File: src/rtl/mem_pkg.sv
`default_nettype none

package mem_pkg;

    // ------------------------------------------------------------
    // Widths and constants
    // ------------------------------------------------------------

    localparam int unsigned XLEN = 32;

    // First fetch address after reset
    localparam logic [XLEN-1:0] BOOT_PC = 32'h0000_1000;

    // ------------------------------------------------------------
    // Memory interface
    // ------------------------------------------------------------

    typedef enum logic [1:0] {
        MEM_ACC_INSTR,
        MEM_ACC_LOAD,
        MEM_ACC_STORE
    } mem_acc_t;

    typedef struct packed {
        mem_acc_t           acc_type;
        logic [XLEN-1:0]    addr;
        logic [XLEN-1:0]    value;      // write data, unused for reads
    } mem_req_t;

    typedef struct packed {
        mem_acc_t           acc_type;
        logic [XLEN-1:0]    addr;
        logic [XLEN-1:0]    value;      // read data
    } mem_ans_t;

    // ------------------------------------------------------------
    // Load-store unit and fetch outputs
    // ------------------------------------------------------------

    typedef struct packed {
        logic               is_store;
        logic [XLEN-1:0]    addr;
        logic [XLEN-1:0]    wdata;
    } lsu_cmd_t;

    // Zero read data for stores
    typedef struct packed {
        logic               is_store;
        logic [XLEN-1:0]    addr;
        logic [XLEN-1:0]    rdata;
    } lsu_res_t;

    typedef struct packed {
        logic [XLEN-1:0]    pc;
        logic [XLEN-1:0]    instr;
    } instr_t;

endpackage

`default_nettype wire

File: src/rtl/prio_2way_arbiter.sv
`timescale 1ns/10ps
`default_nettype none

module prio_2way_arbiter #(
    parameter type DATA_T = logic
) (
    // Requesting sources
    input  logic    high_prio_valid_i,
    input  logic    low_prio_valid_i,
    input  DATA_T   high_prio_data_i,
    input  DATA_T   low_prio_data_i,

    // Shared sink
    input  logic    ready_i,
    output logic    valid_o,
    output DATA_T   data_o,

    // Ready back to the sources
    output logic    high_prio_ready_o,
    output logic    low_prio_ready_o
);

    // Fixed priority, high source wins whenever it is valid
    always_comb begin : arb_select
        high_prio_ready_o = 1'b0;
        low_prio_ready_o  = 1'b0;

        if (high_prio_valid_i) begin
            valid_o           = 1'b1;
            data_o            = high_prio_data_i;
            high_prio_ready_o = ready_i;
        end else begin
            valid_o           = low_prio_valid_i;
            data_o            = low_prio_data_i;
            low_prio_ready_o  = ready_i;
        end
    end

endmodule

`default_nettype wire

File: src/rtl/fetch_unit.sv
`timescale 1ns/10ps
`default_nettype none

module fetch_unit
    import mem_pkg::*;
(
    input  logic                clk_i,
    input  logic                arst_n_i,

    // Redirect command, single cycle
    input  logic                redirect_valid_i,
    input  logic [XLEN-1:0]     redirect_pc_i,

    // Request towards the arbiter
    output logic                mem_valid_o,
    input  logic                mem_ready_i,
    output mem_req_t            mem_req_o,

    // Answer from the router
    input  logic                ans_valid_i,
    output logic                ans_ready_o,
    input  mem_ans_t            ans_i,

    // Instruction output
    output logic                instr_valid_o,
    input  logic                instr_ready_i,
    output instr_t              instr_o
);

    logic [XLEN-1:0]    pc_q;
    logic               pend_q;
    logic               drop_q;
    logic               buf_valid_q;
    instr_t             buf_q;

    logic               mem_hs;
    logic               ans_hs;
    logic               instr_hs;

    // ------------------------------------------------------------
    // Handshakes
    // ------------------------------------------------------------

    // One read in flight; next one goes out as the buffer drains
    assign mem_valid_o = ~pend_q & (~buf_valid_q | instr_ready_i);
    assign ans_ready_o = drop_q | ~buf_valid_q | instr_ready_i;

    assign mem_hs   = mem_valid_o & mem_ready_i;
    assign ans_hs   = ans_valid_i & ans_ready_o;
    assign instr_hs = buf_valid_q & instr_ready_i;

    assign mem_req_o.acc_type = MEM_ACC_INSTR;
    assign mem_req_o.addr     = pc_q;
    assign mem_req_o.value    = '0;

    assign instr_valid_o = buf_valid_q;
    assign instr_o       = buf_q;

    // ------------------------------------------------------------
    // Control state
    // ------------------------------------------------------------

    always_ff @(posedge clk_i or negedge arst_n_i) begin : ctrl_regs
        if (!arst_n_i) begin
            pc_q        <= BOOT_PC;
            pend_q      <= 1'b0;
            drop_q      <= 1'b0;
            buf_valid_q <= 1'b0;
        end else begin
            // PC
            if (redirect_valid_i) begin
                pc_q <= redirect_pc_i;
            end else if (mem_hs) begin
                pc_q <= pc_q + XLEN'(4);
            end

            // Outstanding read
            if (mem_hs) begin
                pend_q <= 1'b1;
            end else if (ans_hs) begin
                pend_q <= 1'b0;
            end

            // A read issued before the redirect comes back stale
            if (redirect_valid_i && (mem_hs || (pend_q && !ans_hs))) begin
                drop_q <= 1'b1;
            end else if (ans_hs) begin
                drop_q <= 1'b0;
            end

            // Output buffer
            if (redirect_valid_i) begin
                buf_valid_q <= 1'b0;
            end else if (ans_hs && !drop_q) begin
                buf_valid_q <= 1'b1;
            end else if (instr_hs) begin
                buf_valid_q <= 1'b0;
            end
        end
    end

    // Buffer payload
    always_ff @(posedge clk_i) begin : buf_data
        if (ans_hs && !drop_q) begin
            buf_q.pc    <= ans_i.addr;
            buf_q.instr <= ans_i.value;
        end
    end

endmodule

`default_nettype wire

File: src/rtl/lsu.sv
`timescale 1ns/10ps
`default_nettype none

module lsu
    import mem_pkg::*;
(
    input  logic        clk_i,
    input  logic        arst_n_i,

    // Commands from outside
    input  logic        cmd_valid_i,
    output logic        cmd_ready_o,
    input  lsu_cmd_t    cmd_i,

    // Request towards the arbiter
    output logic        mem_valid_o,
    input  logic        mem_ready_i,
    output mem_req_t    mem_req_o,

    // Answer from the router
    input  logic        ans_valid_i,
    output logic        ans_ready_o,
    input  mem_ans_t    ans_i,

    // Results to outside
    output logic        res_valid_o,
    input  logic        res_ready_i,
    output lsu_res_t    res_o
);

    typedef enum logic [1:0] {
        LSU_IDLE,
        LSU_REQ,
        LSU_RESP
    } lsu_state_t;

    lsu_state_t state_q;
    logic       res_valid_q;
    lsu_cmd_t   cmd_q;
    lsu_res_t   res_q;

    // ------------------------------------------------------------
    // Outputs
    // ------------------------------------------------------------

    assign cmd_ready_o = (state_q == LSU_IDLE);
    assign mem_valid_o = (state_q == LSU_REQ);

    // Answer taken only while the result slot is free
    assign ans_ready_o = (state_q == LSU_RESP) & ~res_valid_q;

    assign mem_req_o.acc_type = cmd_q.is_store ? MEM_ACC_STORE : MEM_ACC_LOAD;
    assign mem_req_o.addr     = cmd_q.addr;
    assign mem_req_o.value    = cmd_q.wdata;

    assign res_valid_o = res_valid_q;
    assign res_o       = res_q;

    // ------------------------------------------------------------
    // Controller
    // ------------------------------------------------------------

    always_ff @(posedge clk_i or negedge arst_n_i) begin : fsm
        if (!arst_n_i) begin
            state_q     <= LSU_IDLE;
            res_valid_q <= 1'b0;
        end else begin
            case (state_q)
                LSU_IDLE: begin
                    if (cmd_valid_i) state_q <= LSU_REQ;
                end
                LSU_REQ: begin
                    if (mem_ready_i) state_q <= LSU_RESP;
                end
                LSU_RESP: begin
                    if (ans_valid_i && !res_valid_q) begin
                        res_valid_q <= 1'b1;
                    end else if (res_valid_q && res_ready_i) begin
                        // result leaves, ready for the next command
                        res_valid_q <= 1'b0;
                        state_q     <= LSU_IDLE;
                    end
                end
                default: state_q <= LSU_IDLE;
            endcase
        end
    end

    // Command and result payloads
    always_ff @(posedge clk_i) begin : payload
        if (cmd_valid_i && cmd_ready_o) begin
            cmd_q <= cmd_i;
        end
        if (ans_valid_i && ans_ready_o) begin
            res_q.is_store <= cmd_q.is_store;
            res_q.addr     <= cmd_q.addr;
            res_q.rdata    <= cmd_q.is_store ? '0 : ans_i.value;
        end
    end

endmodule

`default_nettype wire

File: src/rtl/mem_ans_router.sv
`timescale 1ns/10ps
`default_nettype none

module mem_ans_router
    import mem_pkg::*;
(
    // From memory
    input  logic        mem_valid_i,
    input  mem_ans_t    mem_ans_i,
    output logic        mem_ready_o,

    // To fetch unit
    output logic        fe_valid_o,
    input  logic        fe_ready_i,

    // To load-store unit
    output logic        lsu_valid_o,
    input  logic        lsu_ready_i
);

    // Steer by access type, instruction reads go to fetch
    always_comb begin : ans_decode
        fe_valid_o  = 1'b0;
        lsu_valid_o = 1'b0;
        mem_ready_o = 1'b0;

        if (mem_valid_i) begin
            if (mem_ans_i.acc_type == MEM_ACC_INSTR) begin
                fe_valid_o  = 1'b1;
                mem_ready_o = fe_ready_i;
            end else begin
                lsu_valid_o = 1'b1;
                mem_ready_o = lsu_ready_i;
            end
        end
    end

endmodule

`default_nettype wire

File: src/rtl/datapath.sv
`timescale 1ns/10ps
`default_nettype none

module datapath
    import mem_pkg::*;
(
    input  logic                clk_i,
    input  logic                arst_n_i,

    // Redirect
    input  logic                redirect_valid_i,
    input  logic [XLEN-1:0]     redirect_pc_i,

    // Fetched instructions
    output logic                instr_valid_o,
    input  logic                instr_ready_i,
    output instr_t              instr_o,

    // Load-store commands and results
    input  logic                lsu_cmd_valid_i,
    output logic                lsu_cmd_ready_o,
    input  lsu_cmd_t            lsu_cmd_i,
    output logic                lsu_res_valid_o,
    input  logic                lsu_res_ready_i,
    output lsu_res_t            lsu_res_o,

    // Memory port
    output logic                mem_valid_o,
    input  logic                mem_ready_i,
    output mem_req_t            mem_req_o,
    input  logic                mem_valid_i,
    output logic                mem_ready_o,
    input  mem_ans_t            mem_ans_i
);

    // Fetch side
    logic       fe_mem_valid;
    logic       mem_fe_ready;
    mem_req_t   fe_mem_req;
    logic       mem_fe_valid;
    logic       fe_mem_ready;

    // Load-store side
    logic       lsu_mem_valid;
    logic       mem_lsu_ready;
    mem_req_t   lsu_mem_req;
    logic       mem_lsu_valid;
    logic       lsu_mem_ready;

    // ------------------------------------------------------------
    // Requesters
    // ------------------------------------------------------------

    fetch_unit u_fetch_unit (
        .clk_i            (clk_i),
        .arst_n_i         (arst_n_i),
        .redirect_valid_i (redirect_valid_i),
        .redirect_pc_i    (redirect_pc_i),
        .mem_valid_o      (fe_mem_valid),
        .mem_ready_i      (mem_fe_ready),
        .mem_req_o        (fe_mem_req),
        .ans_valid_i      (mem_fe_valid),
        .ans_ready_o      (fe_mem_ready),
        .ans_i            (mem_ans_i),
        .instr_valid_o    (instr_valid_o),
        .instr_ready_i    (instr_ready_i),
        .instr_o          (instr_o)
    );

    lsu u_lsu (
        .clk_i       (clk_i),
        .arst_n_i    (arst_n_i),
        .cmd_valid_i (lsu_cmd_valid_i),
        .cmd_ready_o (lsu_cmd_ready_o),
        .cmd_i       (lsu_cmd_i),
        .mem_valid_o (lsu_mem_valid),
        .mem_ready_i (mem_lsu_ready),
        .mem_req_o   (lsu_mem_req),
        .ans_valid_i (mem_lsu_valid),
        .ans_ready_o (lsu_mem_ready),
        .ans_i       (mem_ans_i),
        .res_valid_o (lsu_res_valid_o),
        .res_ready_i (lsu_res_ready_i),
        .res_o       (lsu_res_o)
    );

    // ------------------------------------------------------------
    // Shared memory port
    // ------------------------------------------------------------

    // Fetch has priority over load-store
    prio_2way_arbiter #(
        .DATA_T (mem_req_t)
    ) u_mem_req_arbiter (
        .high_prio_valid_i (fe_mem_valid),
        .low_prio_valid_i  (lsu_mem_valid),
        .high_prio_data_i  (fe_mem_req),
        .low_prio_data_i   (lsu_mem_req),
        .ready_i           (mem_ready_i),
        .valid_o           (mem_valid_o),
        .data_o            (mem_req_o),
        .high_prio_ready_o (mem_fe_ready),
        .low_prio_ready_o  (mem_lsu_ready)
    );

    mem_ans_router u_mem_ans_router (
        .mem_valid_i (mem_valid_i),
        .mem_ans_i   (mem_ans_i),
        .mem_ready_o (mem_ready_o),
        .fe_valid_o  (mem_fe_valid),
        .fe_ready_i  (fe_mem_ready),
        .lsu_valid_o (mem_lsu_valid),
        .lsu_ready_i (lsu_mem_ready)
    );

endmodule

`default_nettype wire

File: config.mk
export PLATFORM = sky130hd
export DESIGN_NAME = datapath
export DESIGN_NICKNAME = d
export VERILOG_FILES = /design/src/rtl/mem_pkg.sv /design/src/rtl/prio_2way_arbiter.sv /design/src/rtl/fetch_unit.sv /design/src/rtl/lsu.sv /design/src/rtl/mem_ans_router.sv /design/src/rtl/datapath.sv
export SDC_FILE = /design/constraint.sdc
export NUM_CORES = 1
export LEC_CHECK = 0
export BUFFER_PORTS_ARGS = -buffer_cell sky130_fd_sc_hd__buf_2
export CAP_MARGIN = 40
export CELL_PAD_IN_SITES_DETAIL_PLACEMENT = 0
export CELL_PAD_IN_SITES_GLOBAL_PLACEMENT = 1
export CORE_UTILIZATION = 39
export CTS_CLUSTER_SIZE = 14
export DETAILED_ROUTE_END_ITERATION = 8
export PLACE_DENSITY_LB_ADDON = 0.1
export SKIP_CTS_REPAIR_TIMING = 1
export SLEW_MARGIN = 20
export SYNTH_ARGS = -nofsm -noshare
export SYNTH_HDL_FRONTEND = slang
export SYNTH_HIERARCHICAL = 1
export SYNTH_SLANG_ARGS = --single-unit
File: constraint.sdc
create_clock -name clk_i -period 8.3 [get_ports clk_i]
set_clock_uncertainty 0.2 [all_clocks]
set_input_delay 0.415 -clock clk_i [delete_from_list [all_inputs] [get_ports clk_i]]
set_output_delay 0.415 -clock clk_i [all_outputs]
set_load 0.02 [all_outputs]
==> metrics.cfg, run 1 <==
[worst_setup_path]
critPathKind=reg2out
crit_required_ps=7690
max_stage_delay_ps=420
crit_slowest_cell=buf_4
crit_path_end_kind=primary output
arrival_ps=2630
startpoint_type=flip-flop
path_cells=nor2b_1 > clkbuf_4 > nor2_4 > buf_4 > buf_12 > mux2_2 > buf_2
path_max_fanout=35

[timing]
rsz0062_at_grt=no
fmaxAchievable_ghz=0.3081
min_period_ps=3245
setup_viol=0
slew_headroom_pct=42.92
timing_worst_slew_pin_value_ps=849.6
finalSetupTns_ps=0
fin_crit_sh_pct=39.10
drv_slew=0
hold_viol_final=1
whs_ps=-12.37

[placed_design]
placed_area_sq_um=11640
port-buffer-count=370
hpwl_um=17650
place_congestion=0.7148

[detailed_routing]
drt_pass1_iterations=4
drc=0
via_count=6967
drt-wirelength-per-cell_um=17.03
drtIter0Drc=390
viasPerCell=4.648
ant_nets=0
routed_wl_um=25530

[synth]
syn_area_sq_um=9497
yosysWarnings=6
synth.distinct_cells=55
yosys_register_bits=232
synth_edf_count=194
async_flop_share_pct=16.38
avgSynthCellArea_sq_um=15.52
synthCells=612
synth_flop_cell=edfxtp_1
seq_area_frac_synth_pct=71.37

[pwr]
seqPwrFrac_pct=42.7
p_total_uw=3506
clkPwrFrac_pct=30.5
ir_drop_v=0.0001582
p_sw_uw=1054
p_int_uw=2452
comb_power_share_pct=26.9
power.leakage_uw=0.005683
switching_share_pct=30.07
powerDensity_nw_per_um2=248.8

[status]
status=finished, violations left
violations=hold timing

[clock_tree]
htreeDepth=1
cts_tree=built
cts_sinks=232
clkTransAtPathRegs_ps=60
numCtsBuffers=26
clk-insertion-delay-late_ps=530
ctsRootBufferMaster=clkbuf_16
clk_path_buf_depth=3

[finish]
design_area_sq_um=14090
fin_util_pct=59.50
drive_gt1_share_pct=41.77
nNetsFinal=1330
syn2layout_area_growth_pct=48.38

[global_routing]
track_usage_pct=18.53
grt_antenna_before_repair=2
overflow=0
grt_pass1_vias=6078
grt_max_degree=66
grt_pass1_wl_um=34970

[die]
core_area_sq_um=23680
fp.dieW_um=158.0
die_area_sq_um=24980
io_pins=371
die_h_um=158.0
initial_core_util_pct=40.10
row_count=56

[worst_hold_path]
hp-class=in2reg

[job]
drv_cap=0

==> final cells by class <==
cell class                 count  area [sq um]
fill                        2025          9592
sequential                   232          6778
timing repair buffer         543          3646
multi-input combinational    347          2445
clock buffer                  35         694.4
tap                          319         399.1
clock inverter                13         93.84
inverter                       8         30.03
antenna                        2         5.005
==> synth_stat cells, drive strengths merged (2+ instances only) <==
library cell,instances,area (sq um)
edfxtp,194,5826
nor2b,42,262.8
buf,49,352.8
o21ai,14,70.07
dfrtp,37,925.9
nor3,8,40.04
nor2,23,88.84
o311ai,3,26.28
and4,2,17.52
and3,3,18.77
a22oi,3,22.52
a21o,3,22.52
inv,8,30.03
a31oi,12,75.07
mux2,69,803.3
nand2b,4,25.02
or2,2,12.52
nor3b,3,22.52
nor4,6,43.79
o31ai,14,105.1
xnor2,6,52.55
or4,10,80.08
and2,4,25.02
clkbuf,9,33.78
o21a,2,15.01
mux2i,3,30.03
nand2,21,78.83
nand4,16,100.1
or3,3,18.77
nand3,24,125.1
==> per-layer routing <==
| metal | GRT usage, % | vias up | routed length (um) |
|---|---|---|---|
| met1 | 21.06 | 3302 | 10060 |
| met2 | 33.40 | 275 | 13210 |
| met3 | 5.776 | 29 | 1807 |
| met5 | 0 | - | 0 |
| met4 | 5.037 | 0 | 447 |
| li1 | - | 3361 | - |
==> per-stage QoR <==
stage	instances	hold slack (ps)	setup WS, ps
2_1_floorplan	645	-80.59	2301
3_3_place_gp	1280	223.9	5345
3_5_place_dp	1285	138.4	5242
4_1_cts	1333	-423.3	4979
5_1_grt	1499	4.633	4895
6_report	1499	-12.37	5055
==> layout by cell type (no fill, tap or decap), drive strengths merged, types with 21 or more instances in the layout <==
cell type,instances
dfrtp,37
clkbuf,36
edfxtp,194
buf,380
mux2,69
conb,34
nor2b,42
nor2,23
nand2,21
nand3,24
dlygate4sd3,162
==> power groups by stage <==
stage / Sequential (uW) / Clock (uW) / Combinational [uW]
2_1_floorplan: 1540 / 0 / 590
3_3_place_gp: 1520 / 0 / 865
3_5_place_dp: 1520 / 0 / 889
4_1_cts: 1500 / 1090 / 893
5_1_grt: 1510 / 1130 / 1010
6_report: 1500 / 1070 / 942
==> cell families after synthesis <==
| family | Yosys count | share of synthesized area, % |
|---|---|---|
| compound gates | 58 | 4.137 |
| xor+xnor | 7 | 0.6456 |
| fa+ha+maj | 1 | 0.1317 |
| buf+inv | 66 | 4.387 |
| flops | 232 | 71.37 |
| mux | 72 | 8.775 |
| other cells | 1 | 0.03949 |
| simple gates | 175 | 10.51 |
==> worst max-delay path: cells and delay by family, from the launching register on <==
kind | cells | cell delay, ps
multiplexers | 1 | 360
AND/OR/NAND/NOR | 2 | 260
buffers and inverters | 4 | 1080
flip-flops | 1 | 380
==> final timing paths <==
| path | start | endpoint | slack (ps) | cells after the start |
|---|---|---|---|---|
| min in group asynchronous | arst_n_i | u_fetch_unit/pc_q[8]$_DFFE_PN0P_ | 120 | 2 |
| max in group asynchronous | arst_n_i | u_fetch_unit/pc_q[12]$_DFFE_PN1P_ | 7260 | 3 |
| worst max register to register | u_fetch_unit/instr_valid_o$_DFFE_PN0P_ | u_fetch_unit/pc_q[23]$_DFFE_PN0P_ | 5230 | 8 |
| worst min register to register | u_lsu/mem_req_o[34]$_DFFE_PP_ | u_lsu/res_o[34]$_DFFE_PP_ | 240 | 0 |
| worst max-delay path | u_fetch_unit/instr_valid_o$_DFFE_PN0P_ | mem_req_o[52] | 5050 | 7 |
| worst min-delay path | redirect_pc_i[17] | u_fetch_unit/pc_q[17]$_DFFE_PN0P_ | -10 | 3 |
==> state kept, by name, summed over array words and instances (netlist names) <==
register,count
u_lsu/mem_req_o,64
u_lsu/cmd_q,1
u_fetch_unit/instr_valid_o,1
u_lsu/res_valid_o,1
u_fetch_unit/instr_o,64
u_lsu/state_q,2
u_fetch_unit/pc_q,32
u_fetch_unit/pend_q,1
u_fetch_unit/drop_q,1
u_lsu/res_o,65
Power figures use the tool's default switching activity.
==> run 2: changes to the inputs <==
CORE_UTILIZATION = 35   (was 39)
clock period = 2.7 ns   (was 8.3 ns; I/O delays follow)
==> run 2 against run 1 <==
The run now ends clean. Hold slack better by 130 ps. Sequential power rose to 3.1 times the previous value. Register-to-register slack got worse by 5100 ps. First-iteration DRC count shrank 12%. Setup slack lost 4900 ps. Clock power grew to 3.2 times the previous value. Sequential cell count is the same. Non-clock buffer count rose by 34. Sequential share of layout area fell by 1.3 points.
==> metrics.cfg, run 2 (synthesized netlist as in run 1, its figures left out) <==
[status]
status=completed

[clock_tree]
cts_sinks=232
clkTransAtPathRegs_ps=60
htreeDepth=1
clk-insertion-delay-late_ps=530
clk_path_buf_depth=3
numCtsBuffers=28
ctsRootBufferMaster=clkbuf_16
cts_tree=built

[die]
fp.dieW_um=166.7
core_area_sq_um=26350
row_count=59
die_h_um=166.7
initial_core_util_pct=36.03
io_pins=371
die_area_sq_um=27800

[timing]
fin_crit_sh_pct=95.03
slew_headroom_pct=47.37
setup_viol=0
whs_ps=116.1
hold_viol_final=0
drv_slew=0
min_period_ps=2566
fmaxAchievable_ghz=0.3897
rsz0062_at_grt=no
timing_worst_slew_pin_value_ps=786.8

[pwr]
ir_drop_v=0.0006993
powerDensity_nw_per_um2=763.6
power.leakage_uw=0.005846
p_total_uw=11060

[finish]
syn2layout_area_growth_pct=52.49
final_common_cell=buf_2
largest_reg_flops=65
design_area_sq_um=14480
nNetsFinal=1366
final_cell_mix=buf_2 (370), edfxtp_1 (194), dlygate4sd3_1 (189), mux2_2 (62), nor2b_1 (40)
drive_gt1_share_pct=41.95
fillCellCount=2288
fin_cells=1547

[worst_hold_path]
hp-class=in2reg
hold_depth=2

[global_routing]
overflow=0
grt_pass1_vias=6511
grt_antenna_before_repair=1
track_usage_pct=17.80
grt_pass1_wl_um=38340
grt_max_degree=69

[detailed_routing]
viasPerCell=4.572
via_count=7073
drtIter0Drc=345
wl_met1_um=11230
routed_wl_um=26880
drt-wirelength-per-cell_um=17.38
drc=0
drt_pass1_iterations=6
met2WireLength_um=13180
routed.top_layer=met4
wl_met3_um=1832
ant_nets=0

[worst_setup_path]
critPathKind=reg2out
crit_required_ps=2370
rr_worst_depth=8
arrival_ps=2230
r2r_setup_slack_ps=180
path_max_fanout=68
startpoint_type=flip-flop
crit_path_end_kind=primary output

[job]
drv_cap=0

[placed_design]
hpwl_um=18660
dp.cells=1310
port-buffer-count=370
placed_area_sq_um=11760
place_congestion=0.7648

run 2: cell count changes in the layout (fill, tap and decap cells not counted), sizes merged:
cell / before / now
dlygate4sd3: 162 / 189
clkinv: 12 / 11
buf: 380 / 388
inv: 8 / 9
clkbuf: 36 / 34
diode: 2 / 1
run 2: worst max-delay path, cell delays in order (launching register included):
cell and delay, ps:
dfrtp_2 400, nor2b_4 180, nor2_4 120, buf_12 330, mux2_2 390, buf_2 170
run 2: final cells by class:
class	count	area (sq um)	area share, %
inverters	8	30.03	0.2074
multi-input cells	347	2471	17.06
repair buffers	577	3949	27.27
diodes	1	2.502	0.01728
clock inverters	13	86.33	0.5962
well taps	335	419.2	2.894
clock buffers	34	744.5	5.141
flip-flops and latches	232	6779	46.81
run 2: per-layer routing:
| metal | global-route usage, % | vias up |
|---|---|---|
| li1 | - | 3440 |
| met1 | 20.98 | 3324 |
| met2 | 30.29 | 264 |
| met3 | 6.012 | 45 |
| met4 | 6.159 | 0 |
| met5 | 0 | - |
run 2: power breakdown:
| part | internal, uW | switching [uW] | leakage [uW] |
|---|---|---|---|
| Sequential | 4370 | 248 | 0.00221 |
| Combinational | 1320 | 1690 | 0.00323 |
| Clock | 2030 | 1390 | 0.000411 |
| Total | 7720 | 3330 | 0.00585 |
run 2: path summary, 6_finish.rpt:
path | start | endpoint
max in group asynchronous | arst_n_i | u_fetch_unit/pc_q[6]$_DFFE_PN0P_
min in group asynchronous | arst_n_i | u_lsu/res_valid_o$_DFFE_PN0P_
min reg2reg | u_lsu/mem_req_o[36]$_DFFE_PP_ | u_lsu/res_o[36]$_DFFE_PP_
max | u_fetch_unit/instr_valid_o$_DFFE_PN0P_ | mem_req_o[51]
min | lsu_cmd_i[10] | u_lsu/mem_req_o[10]$_DFFE_PP_
max reg2reg | u_fetch_unit/instr_valid_o$_DFFE_PN0P_ | u_fetch_unit/pc_q[3]$_DFFE_PN0P_
run 2: stage by stage:
stage / util, % / worst slack (ps) / TNS (ps)
final: 54.95 / 134.1 / 0
after detailed placement: 44.61 / 358.5 / 0
after global routing: 54.94 / 38.99 / 0
after floorplan: - / -219.6 / -14190
after global placement: 44.50 / 384.1 / 0
after CTS: 47.76 / 104.4 / 0
